$ cat config.mk
export PLATFORM = sky130hd
export DESIGN_NAME = core_top
export DESIGN_NICKNAME = d
export VERILOG_FILES = /design/src/verilog/core_pkg.sv /design/src/verilog/idu.sv /design/src/verilog/exu.sv /design/src/verilog/regfile.sv /design/src/verilog/csr_file.sv /design/src/verilog/pc_unit.sv /design/src/verilog/lsu.sv /design/src/verilog/core_top.sv
export SDC_FILE = /design/constraint.sdc
export NUM_CORES = 2
export LEC_CHECK = 0
export ABC_CLOCK_PERIOD_IN_PS = 12500
export BUFFER_PORTS_ARGS = -buffer_cell sky130_fd_sc_hd__buf_4
export CORE_ASPECT_RATIO = 0.8
export CORE_MARGIN = 3
export CORE_UTILIZATION = 35
export DETAILED_ROUTE_END_ITERATION = 12
export SLEW_MARGIN = 20
export SYNTH_ARGS = -nofsm -noshare
export SYNTH_HDL_FRONTEND = slang
export SYNTH_SLANG_ARGS = --single-unit
$ cat constraint.sdc
create_clock -name clock -period 12.5 [get_ports clock]
set_clock_uncertainty 0.1 [all_clocks]
set_input_delay 2.5 -clock clock [delete_from_list [all_inputs] [get_ports clock]]
set_output_delay 2.5 -clock clock [all_outputs]
set_load 0.005 [all_outputs]
$ cat src/verilog/core_pkg.sv
package core_pkg;

  // data and address width
  parameter int xlen = 32;

  typedef logic [4:0] reg_addr_t;

  // one-hot alu code, all zero means add
  typedef logic [7:0] alu_op_t;

  localparam int alu_b_sub = 0;
  localparam int alu_b_xor = 1;
  localparam int alu_b_or  = 2;
  localparam int alu_b_and = 3;
  localparam int alu_b_sll = 4;
  localparam int alu_b_srl = 5;
  localparam int alu_b_sra = 6;

  typedef enum logic [1:0] {op2_reg, op2_imm} op2_sel_t;

  typedef enum logic [2:0] {npc_seq, npc_jal, npc_jalr, npc_branch, npc_trap, npc_mret} npc_sel_t;

  typedef enum logic [2:0] {wb_alu, wb_pc4, wb_load, wb_imm, wb_csr} wb_sel_t;

  typedef enum logic [1:0] {csr_none, csr_write, csr_set, csr_clear} csr_op_t;

  // same encoding as funct3[1:0] of loads and stores
  typedef enum logic [1:0] {size_byte, size_half, size_word} mem_size_t;

  localparam logic [11:0] csr_mtvec  = 12'h305;
  localparam logic [11:0] csr_mepc   = 12'h341;
  localparam logic [11:0] csr_mcause = 12'h342;

  typedef struct packed {
    reg_addr_t   rs1;
    reg_addr_t   rs2;
    reg_addr_t   rd;
    logic        rd_wen;
    wb_sel_t     wb_sel;
    op2_sel_t    op2_sel;
    // first alu operand is pc (auipc)
    logic        op1_pc;
    alu_op_t     alu_op;
    npc_sel_t    npc_sel;
    logic [2:0]  br_kind;
    logic        mem_ren;
    logic        mem_wen;
    mem_size_t   mem_size;
    logic        load_sext;
    csr_op_t     csr_op;
    logic [11:0] csr_addr;
    logic        ecall;
    logic        mret;
    logic        ebreak;
    logic        illegal;
  } ctrl_t;

  typedef struct packed {
    logic            ren;
    logic            wen;
    logic [xlen-1:0] addr;
    logic [xlen-1:0] wdata;
    logic [3:0]      wmask;
  } mem_req_t;

  typedef struct packed {
    logic            wen;
    reg_addr_t       rd;
    logic [xlen-1:0] data;
  } retire_t;

endpackage

$ cat src/verilog/idu.sv
`timescale 1ns/1ps

module idu (
  input  logic [core_pkg::xlen-1:0] inst,
  output core_pkg::ctrl_t           ctrl,
  output logic [core_pkg::xlen-1:0] imm
);

  logic [6:0] opcode;
  logic [2:0] funct3;
  logic [6:0] funct7;
  logic f7_zero, f7_alt;
  logic lui, auipc, jal, jalr, branch, load, store, op_imm, op, system;
  logic branch_ok, load_ok, store_ok, op_imm_ok, op_ok, arith;
  logic csr_rw, csr_rs, csr_rc, csr_any;
  logic ecall, mret, ebreak, legal;
  logic type_u, type_j, type_b, type_i, type_s;
  logic [core_pkg::xlen-1:0] imm_u, imm_j, imm_b, imm_i, imm_s;

  assign opcode = inst[6:0];
  assign funct3 = inst[14:12];
  assign funct7 = inst[31:25];

  assign f7_zero = funct7 == 7'b00000_00;
  assign f7_alt  = funct7 == 7'b01000_00;

  assign lui    = opcode == 7'b01_101_11;
  assign auipc  = opcode == 7'b00_101_11;
  assign jal    = opcode == 7'b11_011_11;
  assign jalr   = opcode == 7'b11_001_11 && funct3 == 3'b000;
  assign branch = opcode == 7'b11_000_11;
  assign load   = opcode == 7'b00_000_11;
  assign store  = opcode == 7'b01_000_11;
  assign op_imm = opcode == 7'b00_100_11;
  assign op     = opcode == 7'b01_100_11;
  assign system = opcode == 7'b11_100_11;

  // funct3 values 010 and 011 are not branches
  assign branch_ok = funct3[2] || funct3[1:0] < 2'b10;
  assign load_ok   = funct3 == 3'b000 || funct3 == 3'b001 || funct3 == 3'b010
                  || funct3 == 3'b100 || funct3 == 3'b101;
  assign store_ok  = funct3 < 3'b011;

  // shift-immediates carry funct7 in the upper imm bits
  assign op_imm_ok = (funct3 != 3'b001 && funct3 != 3'b101)
                  || (funct3 == 3'b001 && f7_zero)
                  || (funct3 == 3'b101 && (f7_zero || f7_alt));
  assign op_ok = f7_zero || (f7_alt && (funct3 == 3'b000 || funct3 == 3'b101));

  assign arith = (op && op_ok) || (op_imm && op_imm_ok);

  assign csr_rw  = system && funct3 == 3'b001;
  assign csr_rs  = system && funct3 == 3'b010;
  assign csr_rc  = system && funct3 == 3'b011;
  assign csr_any = csr_rw || csr_rs || csr_rc;

  assign ecall  = inst == 32'b0000000_00000_00000_000_00000_11100_11;
  assign ebreak = inst == 32'b0000000_00001_00000_000_00000_11100_11;
  assign mret   = inst == 32'b0011000_00010_00000_000_00000_11100_11;

  assign legal = lui || auipc || jal || jalr || (branch && branch_ok) || (load && load_ok)
              || (store && store_ok) || arith || csr_any || ecall || mret || ebreak;

  assign type_u = lui || auipc;
  assign type_j = jal;
  assign type_b = branch;
  assign type_i = jalr || load || op_imm;
  assign type_s = store;

  assign imm_u = type_u ? {inst[31:12], 12'b0} : '0;
  assign imm_j = type_j ? {{12{inst[31]}}, inst[19:12], inst[20], inst[30:21], 1'b0} : '0;
  assign imm_b = type_b ? {{20{inst[31]}}, inst[7], inst[30:25], inst[11:8], 1'b0} : '0;
  assign imm_i = type_i ? {{20{inst[31]}}, inst[31:20]} : '0;
  assign imm_s = type_s ? {{20{inst[31]}}, inst[31:25], inst[11:7]} : '0;

  assign imm = imm_u | imm_j | imm_b | imm_i | imm_s;

  always_comb begin
    ctrl = '0;
    // lui reads x0 so the rs1 port stays idle
    ctrl.rs1 = lui ? 5'd0 : inst[19:15];
    ctrl.rs2 = inst[24:20];
    ctrl.rd  = inst[11:7];
    ctrl.rd_wen = lui || auipc || jal || jalr || (load && load_ok) || arith || csr_any;

    if (lui) begin
      ctrl.wb_sel = core_pkg::wb_imm;
    end else if (jal || jalr) begin
      ctrl.wb_sel = core_pkg::wb_pc4;
    end else if (load) begin
      ctrl.wb_sel = core_pkg::wb_load;
    end else if (csr_any) begin
      ctrl.wb_sel = core_pkg::wb_csr;
    end else begin
      ctrl.wb_sel = core_pkg::wb_alu;
    end

    ctrl.op2_sel = (op || branch) ? core_pkg::op2_reg : core_pkg::op2_imm;
    ctrl.op1_pc  = auipc;

    // compare also covers branches and slt/sltu, exu tells them apart by funct3
    ctrl.alu_op[core_pkg::alu_b_sub] = (op && funct3 == 3'b000 && inst[30]) || branch
                                    || ((op || op_imm) && funct3[2:1] == 2'b01);
    ctrl.alu_op[core_pkg::alu_b_xor] = (op || op_imm) && funct3 == 3'b100;
    ctrl.alu_op[core_pkg::alu_b_or]  = (op || op_imm) && funct3 == 3'b110;
    ctrl.alu_op[core_pkg::alu_b_and] = (op || op_imm) && funct3 == 3'b111;
    ctrl.alu_op[core_pkg::alu_b_sll] = (op || op_imm) && funct3 == 3'b001;
    ctrl.alu_op[core_pkg::alu_b_srl] = (op || op_imm) && funct3 == 3'b101 && !inst[30];
    ctrl.alu_op[core_pkg::alu_b_sra] = (op || op_imm) && funct3 == 3'b101 && inst[30];

    if (jal) begin
      ctrl.npc_sel = core_pkg::npc_jal;
    end else if (jalr) begin
      ctrl.npc_sel = core_pkg::npc_jalr;
    end else if (branch && branch_ok) begin
      ctrl.npc_sel = core_pkg::npc_branch;
    end else if (ecall) begin
      ctrl.npc_sel = core_pkg::npc_trap;
    end else if (mret) begin
      ctrl.npc_sel = core_pkg::npc_mret;
    end else begin
      ctrl.npc_sel = core_pkg::npc_seq;
    end

    ctrl.br_kind   = funct3;
    ctrl.mem_ren   = load && load_ok;
    ctrl.mem_wen   = store && store_ok;
    ctrl.mem_size  = core_pkg::mem_size_t'(funct3[1:0]);
    ctrl.load_sext = !funct3[2];

    if (csr_rw) begin
      ctrl.csr_op = core_pkg::csr_write;
    end else if (csr_rs) begin
      ctrl.csr_op = core_pkg::csr_set;
    end else if (csr_rc) begin
      ctrl.csr_op = core_pkg::csr_clear;
    end else begin
      ctrl.csr_op = core_pkg::csr_none;
    end
    ctrl.csr_addr = inst[31:20];

    ctrl.ecall   = ecall;
    ctrl.mret    = mret;
    ctrl.ebreak  = ebreak;
    ctrl.illegal = !legal;
  end

endmodule

$ cat src/verilog/exu.sv
`timescale 1ns/1ps

module exu (
  input  core_pkg::ctrl_t           ctrl,
  input  logic [core_pkg::xlen-1:0] rs1_data,
  input  logic [core_pkg::xlen-1:0] rs2_data,
  input  logic [core_pkg::xlen-1:0] imm,
  input  logic [core_pkg::xlen-1:0] pc,
  input  logic [core_pkg::xlen-1:0] csr_old,
  output logic [core_pkg::xlen-1:0] alu_result,
  output logic                      branch_taken,
  output logic [core_pkg::xlen-1:0] csr_new
);

  logic [core_pkg::xlen-1:0] op1, op2;
  logic [4:0] shamt;
  logic slt, sltu;
  logic br_eq, br_lt, br_ltu;

  assign op1   = ctrl.op1_pc ? pc : rs1_data;
  assign op2   = (ctrl.op2_sel == core_pkg::op2_imm) ? imm : rs2_data;
  assign shamt = op2[4:0];

  assign slt  = $signed(op1) < $signed(op2);
  assign sltu = op1 < op2;

  always_comb begin
    if (ctrl.alu_op[core_pkg::alu_b_sub]) begin
      // funct3 picks set-less-than over a plain subtract
      case (ctrl.br_kind)
        3'b010:  alu_result = {31'b0, slt};
        3'b011:  alu_result = {31'b0, sltu};
        default: alu_result = op1 - op2;
      endcase
    end else if (ctrl.alu_op[core_pkg::alu_b_xor]) begin
      alu_result = op1 ^ op2;
    end else if (ctrl.alu_op[core_pkg::alu_b_or]) begin
      alu_result = op1 | op2;
    end else if (ctrl.alu_op[core_pkg::alu_b_and]) begin
      alu_result = op1 & op2;
    end else if (ctrl.alu_op[core_pkg::alu_b_sll]) begin
      alu_result = op1 << shamt;
    end else if (ctrl.alu_op[core_pkg::alu_b_srl]) begin
      alu_result = op1 >> shamt;
    end else if (ctrl.alu_op[core_pkg::alu_b_sra]) begin
      alu_result = $signed(op1) >>> shamt;
    end else begin
      alu_result = op1 + op2;
    end
  end

  // branches always compare the two source registers
  assign br_eq  = rs1_data == rs2_data;
  assign br_lt  = $signed(rs1_data) < $signed(rs2_data);
  assign br_ltu = rs1_data < rs2_data;

  always_comb begin
    case (ctrl.br_kind)
      3'b000:  branch_taken = br_eq;
      3'b001:  branch_taken = !br_eq;
      3'b100:  branch_taken = br_lt;
      3'b101:  branch_taken = !br_lt;
      3'b110:  branch_taken = br_ltu;
      3'b111:  branch_taken = !br_ltu;
      default: branch_taken = 1'b0;
    endcase
  end

  always_comb begin
    case (ctrl.csr_op)
      core_pkg::csr_write: csr_new = rs1_data;
      core_pkg::csr_set:   csr_new = csr_old | rs1_data;
      core_pkg::csr_clear: csr_new = csr_old & ~rs1_data;
      default:             csr_new = csr_old;
    endcase
  end

endmodule

$ cat src/verilog/regfile.sv
`timescale 1ns/1ps

module regfile (
  input  logic                      clock,
  input  logic                      reset,
  input  core_pkg::reg_addr_t       raddr1,
  input  core_pkg::reg_addr_t       raddr2,
  output logic [core_pkg::xlen-1:0] rdata1,
  output logic [core_pkg::xlen-1:0] rdata2,
  input  logic                      wen,
  input  core_pkg::reg_addr_t       waddr,
  input  logic [core_pkg::xlen-1:0] wdata
);

  logic [core_pkg::xlen-1:0] regs [32];

  always_ff @(posedge clock) begin
    if (reset) begin
      for (int i = 0; i < 32; i++) begin
        regs[i] <= '0;
      end
    end else if (wen && waddr != 5'd0) begin
      // x0 is never written
      regs[waddr] <= wdata;
    end
  end

  // asynchronous read, x0 reads as zero
  assign rdata1 = (raddr1 == 5'd0) ? '0 : regs[raddr1];
  assign rdata2 = (raddr2 == 5'd0) ? '0 : regs[raddr2];

endmodule

$ cat src/verilog/csr_file.sv
`timescale 1ns/1ps

module csr_file (
  input  logic                      clock,
  input  logic                      reset,
  input  core_pkg::csr_op_t         csr_op,
  input  logic [11:0]               csr_addr,
  input  logic [core_pkg::xlen-1:0] csr_new,
  input  logic                      ecall,
  input  logic [core_pkg::xlen-1:0] pc,
  output logic [core_pkg::xlen-1:0] csr_old,
  output logic [core_pkg::xlen-1:0] mtvec,
  output logic [core_pkg::xlen-1:0] mepc
);

  // environment call from m-mode
  localparam logic [core_pkg::xlen-1:0] cause_ecall_m = 32'd11;

  logic [core_pkg::xlen-1:0] mcause;

  always_comb begin
    case (csr_addr)
      core_pkg::csr_mtvec:  csr_old = mtvec;
      core_pkg::csr_mepc:   csr_old = mepc;
      core_pkg::csr_mcause: csr_old = mcause;
      default:              csr_old = '0;
    endcase
  end

  always_ff @(posedge clock) begin
    if (reset) begin
      mtvec  <= '0;
      mepc   <= '0;
      mcause <= '0;
    end else begin
      if (csr_op != core_pkg::csr_none) begin
        case (csr_addr)
          core_pkg::csr_mtvec:  mtvec  <= csr_new;
          core_pkg::csr_mepc:   mepc   <= csr_new;
          core_pkg::csr_mcause: mcause <= csr_new;
          default: ;
        endcase
      end
      // trap entry, never in the same cycle as a csr instruction
      if (ecall) begin
        mepc   <= pc;
        mcause <= cause_ecall_m;
      end
    end
  end

endmodule

$ cat src/verilog/pc_unit.sv
`timescale 1ns/1ps

module pc_unit #(
  parameter logic [core_pkg::xlen-1:0] reset_pc = '0
) (
  input  logic                      clock,
  input  logic                      reset,
  input  logic                      active,
  input  core_pkg::ctrl_t           ctrl,
  input  logic                      branch_taken,
  input  logic [core_pkg::xlen-1:0] imm,
  input  logic [core_pkg::xlen-1:0] rs1_data,
  input  logic [core_pkg::xlen-1:0] mtvec,
  input  logic [core_pkg::xlen-1:0] mepc,
  output logic [core_pkg::xlen-1:0] pc,
  output logic                      halt
);

  logic [core_pkg::xlen-1:0] pc_plus4, pc_rel, jalr_target, next_pc;

  assign pc_plus4    = pc + 32'd4;
  assign pc_rel      = pc + imm;
  assign jalr_target = (rs1_data + imm) & ~32'd1;

  always_comb begin
    case (ctrl.npc_sel)
      core_pkg::npc_jal:    next_pc = pc_rel;
      core_pkg::npc_jalr:   next_pc = jalr_target;
      core_pkg::npc_branch: next_pc = branch_taken ? pc_rel : pc_plus4;
      core_pkg::npc_trap:   next_pc = mtvec;
      core_pkg::npc_mret:   next_pc = mepc;
      default:              next_pc = pc_plus4;
    endcase
  end

  always_ff @(posedge clock) begin
    if (reset) begin
      pc   <= reset_pc;
      halt <= 1'b0;
    end else if (active) begin
      pc <= next_pc;
      // sticky until reset
      if (ctrl.ebreak) begin
        halt <= 1'b1;
      end
    end
  end

endmodule

$ cat src/verilog/lsu.sv
`timescale 1ns/1ps

module lsu (
  input  core_pkg::ctrl_t           ctrl,
  input  logic                      ren,
  input  logic                      wen,
  input  logic [core_pkg::xlen-1:0] addr,
  input  logic [core_pkg::xlen-1:0] store_data,
  input  logic [core_pkg::xlen-1:0] mem_rdata,
  output core_pkg::mem_req_t        mem_req,
  output logic [core_pkg::xlen-1:0] load_data
);

  logic [1:0] lane;
  logic [3:0] mask;
  logic [4:0] shamt;
  logic [core_pkg::xlen-1:0] lane_data;

  always_comb begin
    case (ctrl.mem_size)
      core_pkg::size_byte: begin
        lane = addr[1:0];
        mask = 4'b0001;
      end
      core_pkg::size_half: begin
        lane = {addr[1], 1'b0};
        mask = 4'b0011;
      end
      default: begin
        lane = 2'b00;
        mask = 4'b1111;
      end
    endcase
  end

  assign shamt = {lane, 3'b000};

  // word address leaves the core, the byte offset lives in wmask
  assign mem_req.ren   = ren;
  assign mem_req.wen   = wen;
  assign mem_req.addr  = {addr[31:2], 2'b00};
  assign mem_req.wdata = store_data << shamt;
  assign mem_req.wmask = wen ? (mask << lane) : 4'b0000;

  assign lane_data = mem_rdata >> shamt;

  always_comb begin
    case (ctrl.mem_size)
      core_pkg::size_byte:
        load_data = {{24{ctrl.load_sext & lane_data[7]}}, lane_data[7:0]};
      core_pkg::size_half:
        load_data = {{16{ctrl.load_sext & lane_data[15]}}, lane_data[15:0]};
      default:
        load_data = lane_data;
    endcase
  end

endmodule

$ cat src/verilog/core_top.sv
`timescale 1ns/1ps

module core_top #(
  parameter logic [core_pkg::xlen-1:0] reset_pc = '0
) (
  input  logic                      clock,
  input  logic                      reset,
  input  logic [core_pkg::xlen-1:0] inst,
  input  logic                      ivalid,
  input  logic [core_pkg::xlen-1:0] mem_rdata,
  output logic [core_pkg::xlen-1:0] pc,
  output core_pkg::mem_req_t        mem_req,
  output core_pkg::retire_t         retire,
  output logic                      halt
);

  core_pkg::ctrl_t ctrl;
  core_pkg::csr_op_t csr_op;
  logic active;
  logic ecall_en;
  logic branch_taken;
  logic [core_pkg::xlen-1:0] imm, rs1_data, rs2_data, alu_result;
  logic [core_pkg::xlen-1:0] csr_new, csr_old, mtvec, mepc;
  logic [core_pkg::xlen-1:0] load_data, wb_data;

  // one instruction commits per valid cycle until ebreak
  assign active   = ivalid && !halt;
  assign csr_op   = active ? ctrl.csr_op : core_pkg::csr_none;
  assign ecall_en = active && ctrl.ecall;

  idu i_idu (
    .inst (inst),
    .ctrl (ctrl),
    .imm  (imm)
  );

  regfile i_regfile (
    .clock  (clock),
    .reset  (reset),
    .raddr1 (ctrl.rs1),
    .raddr2 (ctrl.rs2),
    .rdata1 (rs1_data),
    .rdata2 (rs2_data),
    .wen    (retire.wen),
    .waddr  (retire.rd),
    .wdata  (retire.data)
  );

  exu i_exu (
    .ctrl         (ctrl),
    .rs1_data     (rs1_data),
    .rs2_data     (rs2_data),
    .imm          (imm),
    .pc           (pc),
    .csr_old      (csr_old),
    .alu_result   (alu_result),
    .branch_taken (branch_taken),
    .csr_new      (csr_new)
  );

  lsu i_lsu (
    .ctrl       (ctrl),
    .ren        (active && ctrl.mem_ren),
    .wen        (active && ctrl.mem_wen),
    .addr       (alu_result),
    .store_data (rs2_data),
    .mem_rdata  (mem_rdata),
    .mem_req    (mem_req),
    .load_data  (load_data)
  );

  csr_file i_csr_file (
    .clock    (clock),
    .reset    (reset),
    .csr_op   (csr_op),
    .csr_addr (ctrl.csr_addr),
    .csr_new  (csr_new),
    .ecall    (ecall_en),
    .pc       (pc),
    .csr_old  (csr_old),
    .mtvec    (mtvec),
    .mepc     (mepc)
  );

  pc_unit #(
    .reset_pc (reset_pc)
  ) i_pc_unit (
    .clock        (clock),
    .reset        (reset),
    .active       (active),
    .ctrl         (ctrl),
    .branch_taken (branch_taken),
    .imm          (imm),
    .rs1_data     (rs1_data),
    .mtvec        (mtvec),
    .mepc         (mepc),
    .pc           (pc),
    .halt         (halt)
  );

  // write-back source
  always_comb begin
    case (ctrl.wb_sel)
      core_pkg::wb_pc4:  wb_data = pc + 32'd4;
      core_pkg::wb_load: wb_data = load_data;
      core_pkg::wb_imm:  wb_data = imm;
      core_pkg::wb_csr:  wb_data = csr_old;
      default:           wb_data = alu_result;
    endcase
  end

  assign retire.wen  = active && ctrl.rd_wen;
  assign retire.rd   = ctrl.rd;
  assign retire.data = wb_data;

endmodule

== Yosys cells after proc, flatten, opt, wreduce, memory -nomap -nowiden ==
Memory sizes are Yosys's and may differ from the RTL's.
Cells that the tools add are included.

* Add/subtract/negate cells: 5
* $lt $le $gt $ge: 6
* Equal/unequal tests: 42
* Shift operators: 6
* Muxes and demuxes: 56
* Bitwise gates (word level): 12
* Reduce and logical (&&, ||, !) cells: 78

{| class="wikitable"
|+ Operators by type and width
! operator !! number
|-
| $mux 32 || 21
|-
| $or 32x32->32 || 6
|-
| $pmux 32 s3 || 2
|-
| $pmux 32 s5 || 1
|-
| $lt 32x32->1 || 4
|-
| $pmux 32 s2 || 2
|-
| $pmux 32 s4 || 1
|-
| $add 32x32->32 || 3
|-
| $and 32x32->32 || 2
|-
| $shl 32x5->32 || 2
|-
| $shr 32x5->32 || 2
|-
| $eq 12x10->1 const B || 3
|-
| $add 32x3->32 const B || 1
|-
| $eq 32x21->1 const B || 1
|-
| $eq 32x30->1 const B || 1
|-
| $eq 32x32->1 || 1
|-
| $eq 32x7->1 const B || 1
|-
| $not 32->32 || 1
|-
| $reduce_or 32->1 || 1
|-
| $sshr 32x5->32 || 1
|-
| $sub 32x32->32 || 1
|-
| $xor 32x32->32 || 1
|-
| $logic_and 1x1->1 || 29
|-
| $eq 7x6->1 const B || 4
|-
| 33 further kinds || 113
|}

* Register bits: 129
* Memory bits (writable): 1024
* Bits of input ports: 67
* Output and inout bits: 141
* Logic and storage cells: 212
* Memories kept: 1

{| class="wikitable"
|+ Memories
! name !! words !! bits a word !! read ports !! clocked after Yosys merged registers in !! wr ports !! line !! RTL
|-
| i_regfile.regs || 32 || 32 || 2 || 0 || 32 || regfile.sv:15 || <nowiki>logic [core_pkg::xlen-1:0] regs [32];</nowiki>
|}

== Depth between registers and ports, before layout ==
* Depth in word-level cells: 22
* Mapped depth: 33
* Gate-level depth less buffers: 24

== Modules after synthesis ==
From an unflattened synthesis, not the netlist that was laid out.

* Cell total of the unflattened synthesis: 7417
* Area total of the unflattened synthesis: 81425.6 um^2

{| class="wikitable"
|+ By module, submodules not included
! module !! times used !! cells an instance !! area each (um^2)
|-
| regfile || 1 || 3502 || 54253.3
|-
| exu || 1 || 1825 || 11810.1
|-
| pc_unit || 1 || 804 || 5930.7
|-
| csr_file || 1 || 554 || 4820.9
|-
| core_top || 1 || 341 || 1991.9
|-
| lsu || 1 || 221 || 1488.9
|-
| idu || 1 || 170 || 1129.8
|}

== Worst setup path before layout ==
No wires, ideal clock.

* Path kind: input-to-output
* Start: input inst[20] in the netlist's numbering
* End: output retire[30] in the netlist's numbering
* Data arrival time: 9429 ps
* Path slack: 471 ps
* Stages: 29
* Path buffers: 9
* Cells stage by stage: buf_6 buf_6 buf_6 buf_6 clkbuf_1 buf_1 buf_1 mux4_2 mux4_2 a22oi_1 nor2_1 a21o_1 ha_1 clkbuf_1 or2_2 or4b_2 a21oi_1 nor3_1 and4b_1 o21ai_0 a211oi_1 o41ai_1 nor4b_1 nor3_1 o211a_1 a21o_1 nor3_2 buf_2 a21oi_1

{| class="wikitable"
|+ RTL lines
! item !! line !! RTL
|-
| start: declaration || core_top.sv:8 || <nowiki>input logic [core_pkg::xlen-1:0] inst,</nowiki>
|-
| end: declaration || core_top.sv:13 || <nowiki>output core_pkg::retire_t retire,</nowiki>
|}

==> results.md <==
- Setup WS post-layout: roughly 0.045 ns
- Sequential power share: approximately two fifths
- Number of fill cells: between 20000 and 25000
- Cts bufs inserted: 119
- Worst slack, placed: -0.0693 ns
- Drt drc: 0
- Crit path kind: primary input to output pin
- Initial DRC Count: 15500
- Clk pwr share: 33.2%
- Initial antenna violation count: 42
- Vias post-DR: 79900
- Register area share after synthesis: 41.8%
- Worst vdd ir: 0.133 mV
- Psw: about 4000 uW
- Routed length per instance: roughly 42 microns
- Layout net count: about 8400
- Status: complete, no violations
- Max Freq: 80.3 MHz
- Post-synthesis instance area: ~80000 sq um
- First-pass GRT wire length: 628000 microns
- Skew-Pair Late Insertion Delay: 0.86 ns
- Asr flop ratio synth: 0%
- MaxCap Viol Count: 0
- Cell with the most instances after synthesis: edfxtp_1
- Critical path fanouts, max: 49
- Final Hold Viols: 0
- Synth top area share: 38.6%
- Post-Syn Instances: between 7000 and 8000
- Setup Total Neg Slack: 0 ns
- Final setup violation count: 0
- Initial Util: between 30% and 40%
- Clk slew on worst S/H paths: 0.06 ns
- Die height: 433 microns
- RSZ-0062 raised after global routing: no
- Antenna viol nets, final: 0
- Hold_ws: 0.354 ns
- Post-DP HPWL: roughly 330000 microns
- H-Tree Level Count: 3
- Vias in the first global route: approximately 73000
- Clock tree buffer depth: 3
- Total track usage: 38.7%
- Top post-synthesis cells by area: edfxtp_1 (39%), mux4_2 (9.7%), nor3_1 (3.8%)
- Root buffer cell: clkbuf_16
- Die W: 539 microns
- Vias per inst: 7.12
- WL final: 471000 microns
- Synthesis warning total: 0
- Slew @ Worst Pin: 1.32 ns
- Final worst-path cycle share: 99.6%
- Syn avg cell area: about 10 sq um
- Post-synthesis cell type count: 120
- IO Port Bufs: slightly above 200
- Largest net degree at the start of global routing: 108
- Post-synth EDFFs: 1024
- HP Class: register to register
- Clock tree from TritonCTS: built
- Power per cell area: 122 nW/um^2
- Top_reg_cell synth: edfxtp_1
- GP Congestion: 1.09
- Tmin final: 12.46 ns
- CP startpoint kind: primary input
- Fin. max-slew vios: 0
- Area delta synth->final: 15.9%
- Sw frac: 34.8%
- Die area: approximately 230000 sq um
- I/O pin cnt: ~210
- Top cells by count, synth: edfxtp_1 (1024), nor2_1 (662), nor3_1 (610)
- Final core occ: 41.1%
- Internal Power: roughly 7300 uW
- Post-CTS Hold Buffers: 0
- Worst Path Required: roughly 9.9 ns
- DRT Pass-1 Iters: 9
- # rows: 155
- CP arrival: 9.86 ns
- Comb power frac: 27.7%
- Clock sink total: between 1000 and 1500
- Tot Pwr: 11300 uW
- Synth area leader: edfxtp_1
- LEAKAGE: 0.0342 uW
- Core footprint: 225000 sq um
- Ratio of cells with drive above 1 in the final layout: between 20 and 25%
- Relative slew margins: 11.3%
- Crit end category: output pin
- GRT overflow: 0
- Yosys reg bits: 1153
## what timing repair did
item / 4_1_cts / 5_1_grt
pin swaps: 0 / 2
resized for setup: 3 / 6
buffers inserted: 0 / 4
setup endpoints to repair: 2 / 7
gates cloned: 0 / 0
## cell type report
| type | count | area (sq um) | area share, % |
|---|---|---|---|
| tap | 2983 | 3730 | 4.04 |
| clock buffer | 137 | 3080 | 3.33 |
| antenna | 34 | 85.1 | 0.0921 |
| timing repair buffer | 945 | 7660 | 8.30 |
| clock inverter | 87 | 898 | 0.973 |
| sequential | 1153 | 33300 | 36.1 |
| multi-input combinational | 5708 | 42900 | 46.5 |
| inverter | 172 | 648 | 0.702 |
## cells in the final DEF, fill, tap and decap left out, types with 36 or more instances in the layout
cell type and n:
edfxtp_1 1024, buf_4 893, nor2_1 643, nor3_1 605, a21oi_1 530, nand2_1 502, mux4_2 344, o21ai_0 298
mux2i_1 272, a211oi_1 271, ha_1 185, nand3_1 180, inv_1 159, dfxtp_1 129, clkbuf_16 119, a22oi_1 118
o211ai_1 102, mux2_2 90, o2bb2ai_1 83, a221o_1 79, xnor2_1 70, a221oi_1 69, nor4_1 65, a21o_1 65
nand2b_1 54, a31oi_1 54, a211o_1 51, nand4_1 50, and3_1 42, buf_12 42, o21a_1 41, a22o_1 40
o22ai_1 39, xor2_1 38, and2_1 37, a222oi_1 36
## state kept, by name, summed over array words and instances, names as in the netlist
name               flops
i_csr_file.mepc       32
i_regfile.regs      1024
i_pc_unit.halt         1
i_csr_file.mtvec      32
i_pc_unit.pc          32
i_csr_file.mcause     32
## cells by family after synthesis
logic type | count (synthesis) | share of synthesized area [%]
other | 1 | 0.00471
buffers and inverters | 992 | 5.54
and+or+nand+nor | 2453 | 14.6
DFF | 1153 | 41.8
AOI/OAI and AO/OA | 2205 | 19.2
muxes | 718 | 14.6
xor gates and xnor gates | 108 | 1.19
adders and majority gates | 190 | 3.02
## through the flow
stage / instance area (sq um) / instances
5_1_grt: 92300 / 11200
3_3_place_gp: 88200 / 11000
6_report: 92400 / 11200
3_5_place_dp: 88200 / 11000
2_1_floorplan: 79800 / 7853
4_1_cts: 92200 / 11200
## critical path, stage by stage
cell and delay (ns):
buf_8 0.41, buf_12 0.29, nor2b_1 0.16, buf_4 0.28
a221o_1 0.20, o211ai_1 0.26, and4_1 0.36, nor2_4 0.17
buf_4 0.55, inv_2 0.39, buf_4 0.32, nor2_1 0.14
or3_1 0.12, o31a_1 0.15, o21ai_0 0.47, o211ai_1 0.84
a221oi_1 0.19, buf_4 0.24, a221oi_1 0.37, nor4b_4 0.87
nor2_1 0.12, buf_4 0.21, buf_4 0.14
## metal layers
metal / track usage [%] / wire length [microns] / vias up
met5: 1.79 / 710 / -
met4: 21.9 / 34100 / 32
met3: 21.1 / 88700 / 1670
met2: 49.7 / 175000 / 7812
met1: 50.3 / 172000 / 39400
li1: - / - / 31000
## final timing paths
kind              slack [ns]  cells after the start                   start                     end
hold / removal          0.35                      2   i_csr_file.mcause[18]   i_csr_file.mcause[18]
setup / recovery        0.04                     23                inst[21]              retire[10]
setup reg to reg        4.78                     26  i_regfile.regs[26][10]  i_regfile.regs[14][26]
hold reg to reg         0.35                      2   i_csr_file.mcause[18]   i_csr_file.mcause[18]
## power by group through the flow
stage / combinational, uW / sequential [uW] / clock (uW)
after floorplan: 1460 / 4430 / 0
after global placement: 2920 / 4460 / 0
after detailed placement: 2920 / 4470 / 0
after CTS: 2940 / 4390 / 3720
after global routing: 3150 / 4400 / 3880
final: 3120 / 4390 / 3740
(Power assumes the default switching activity.)
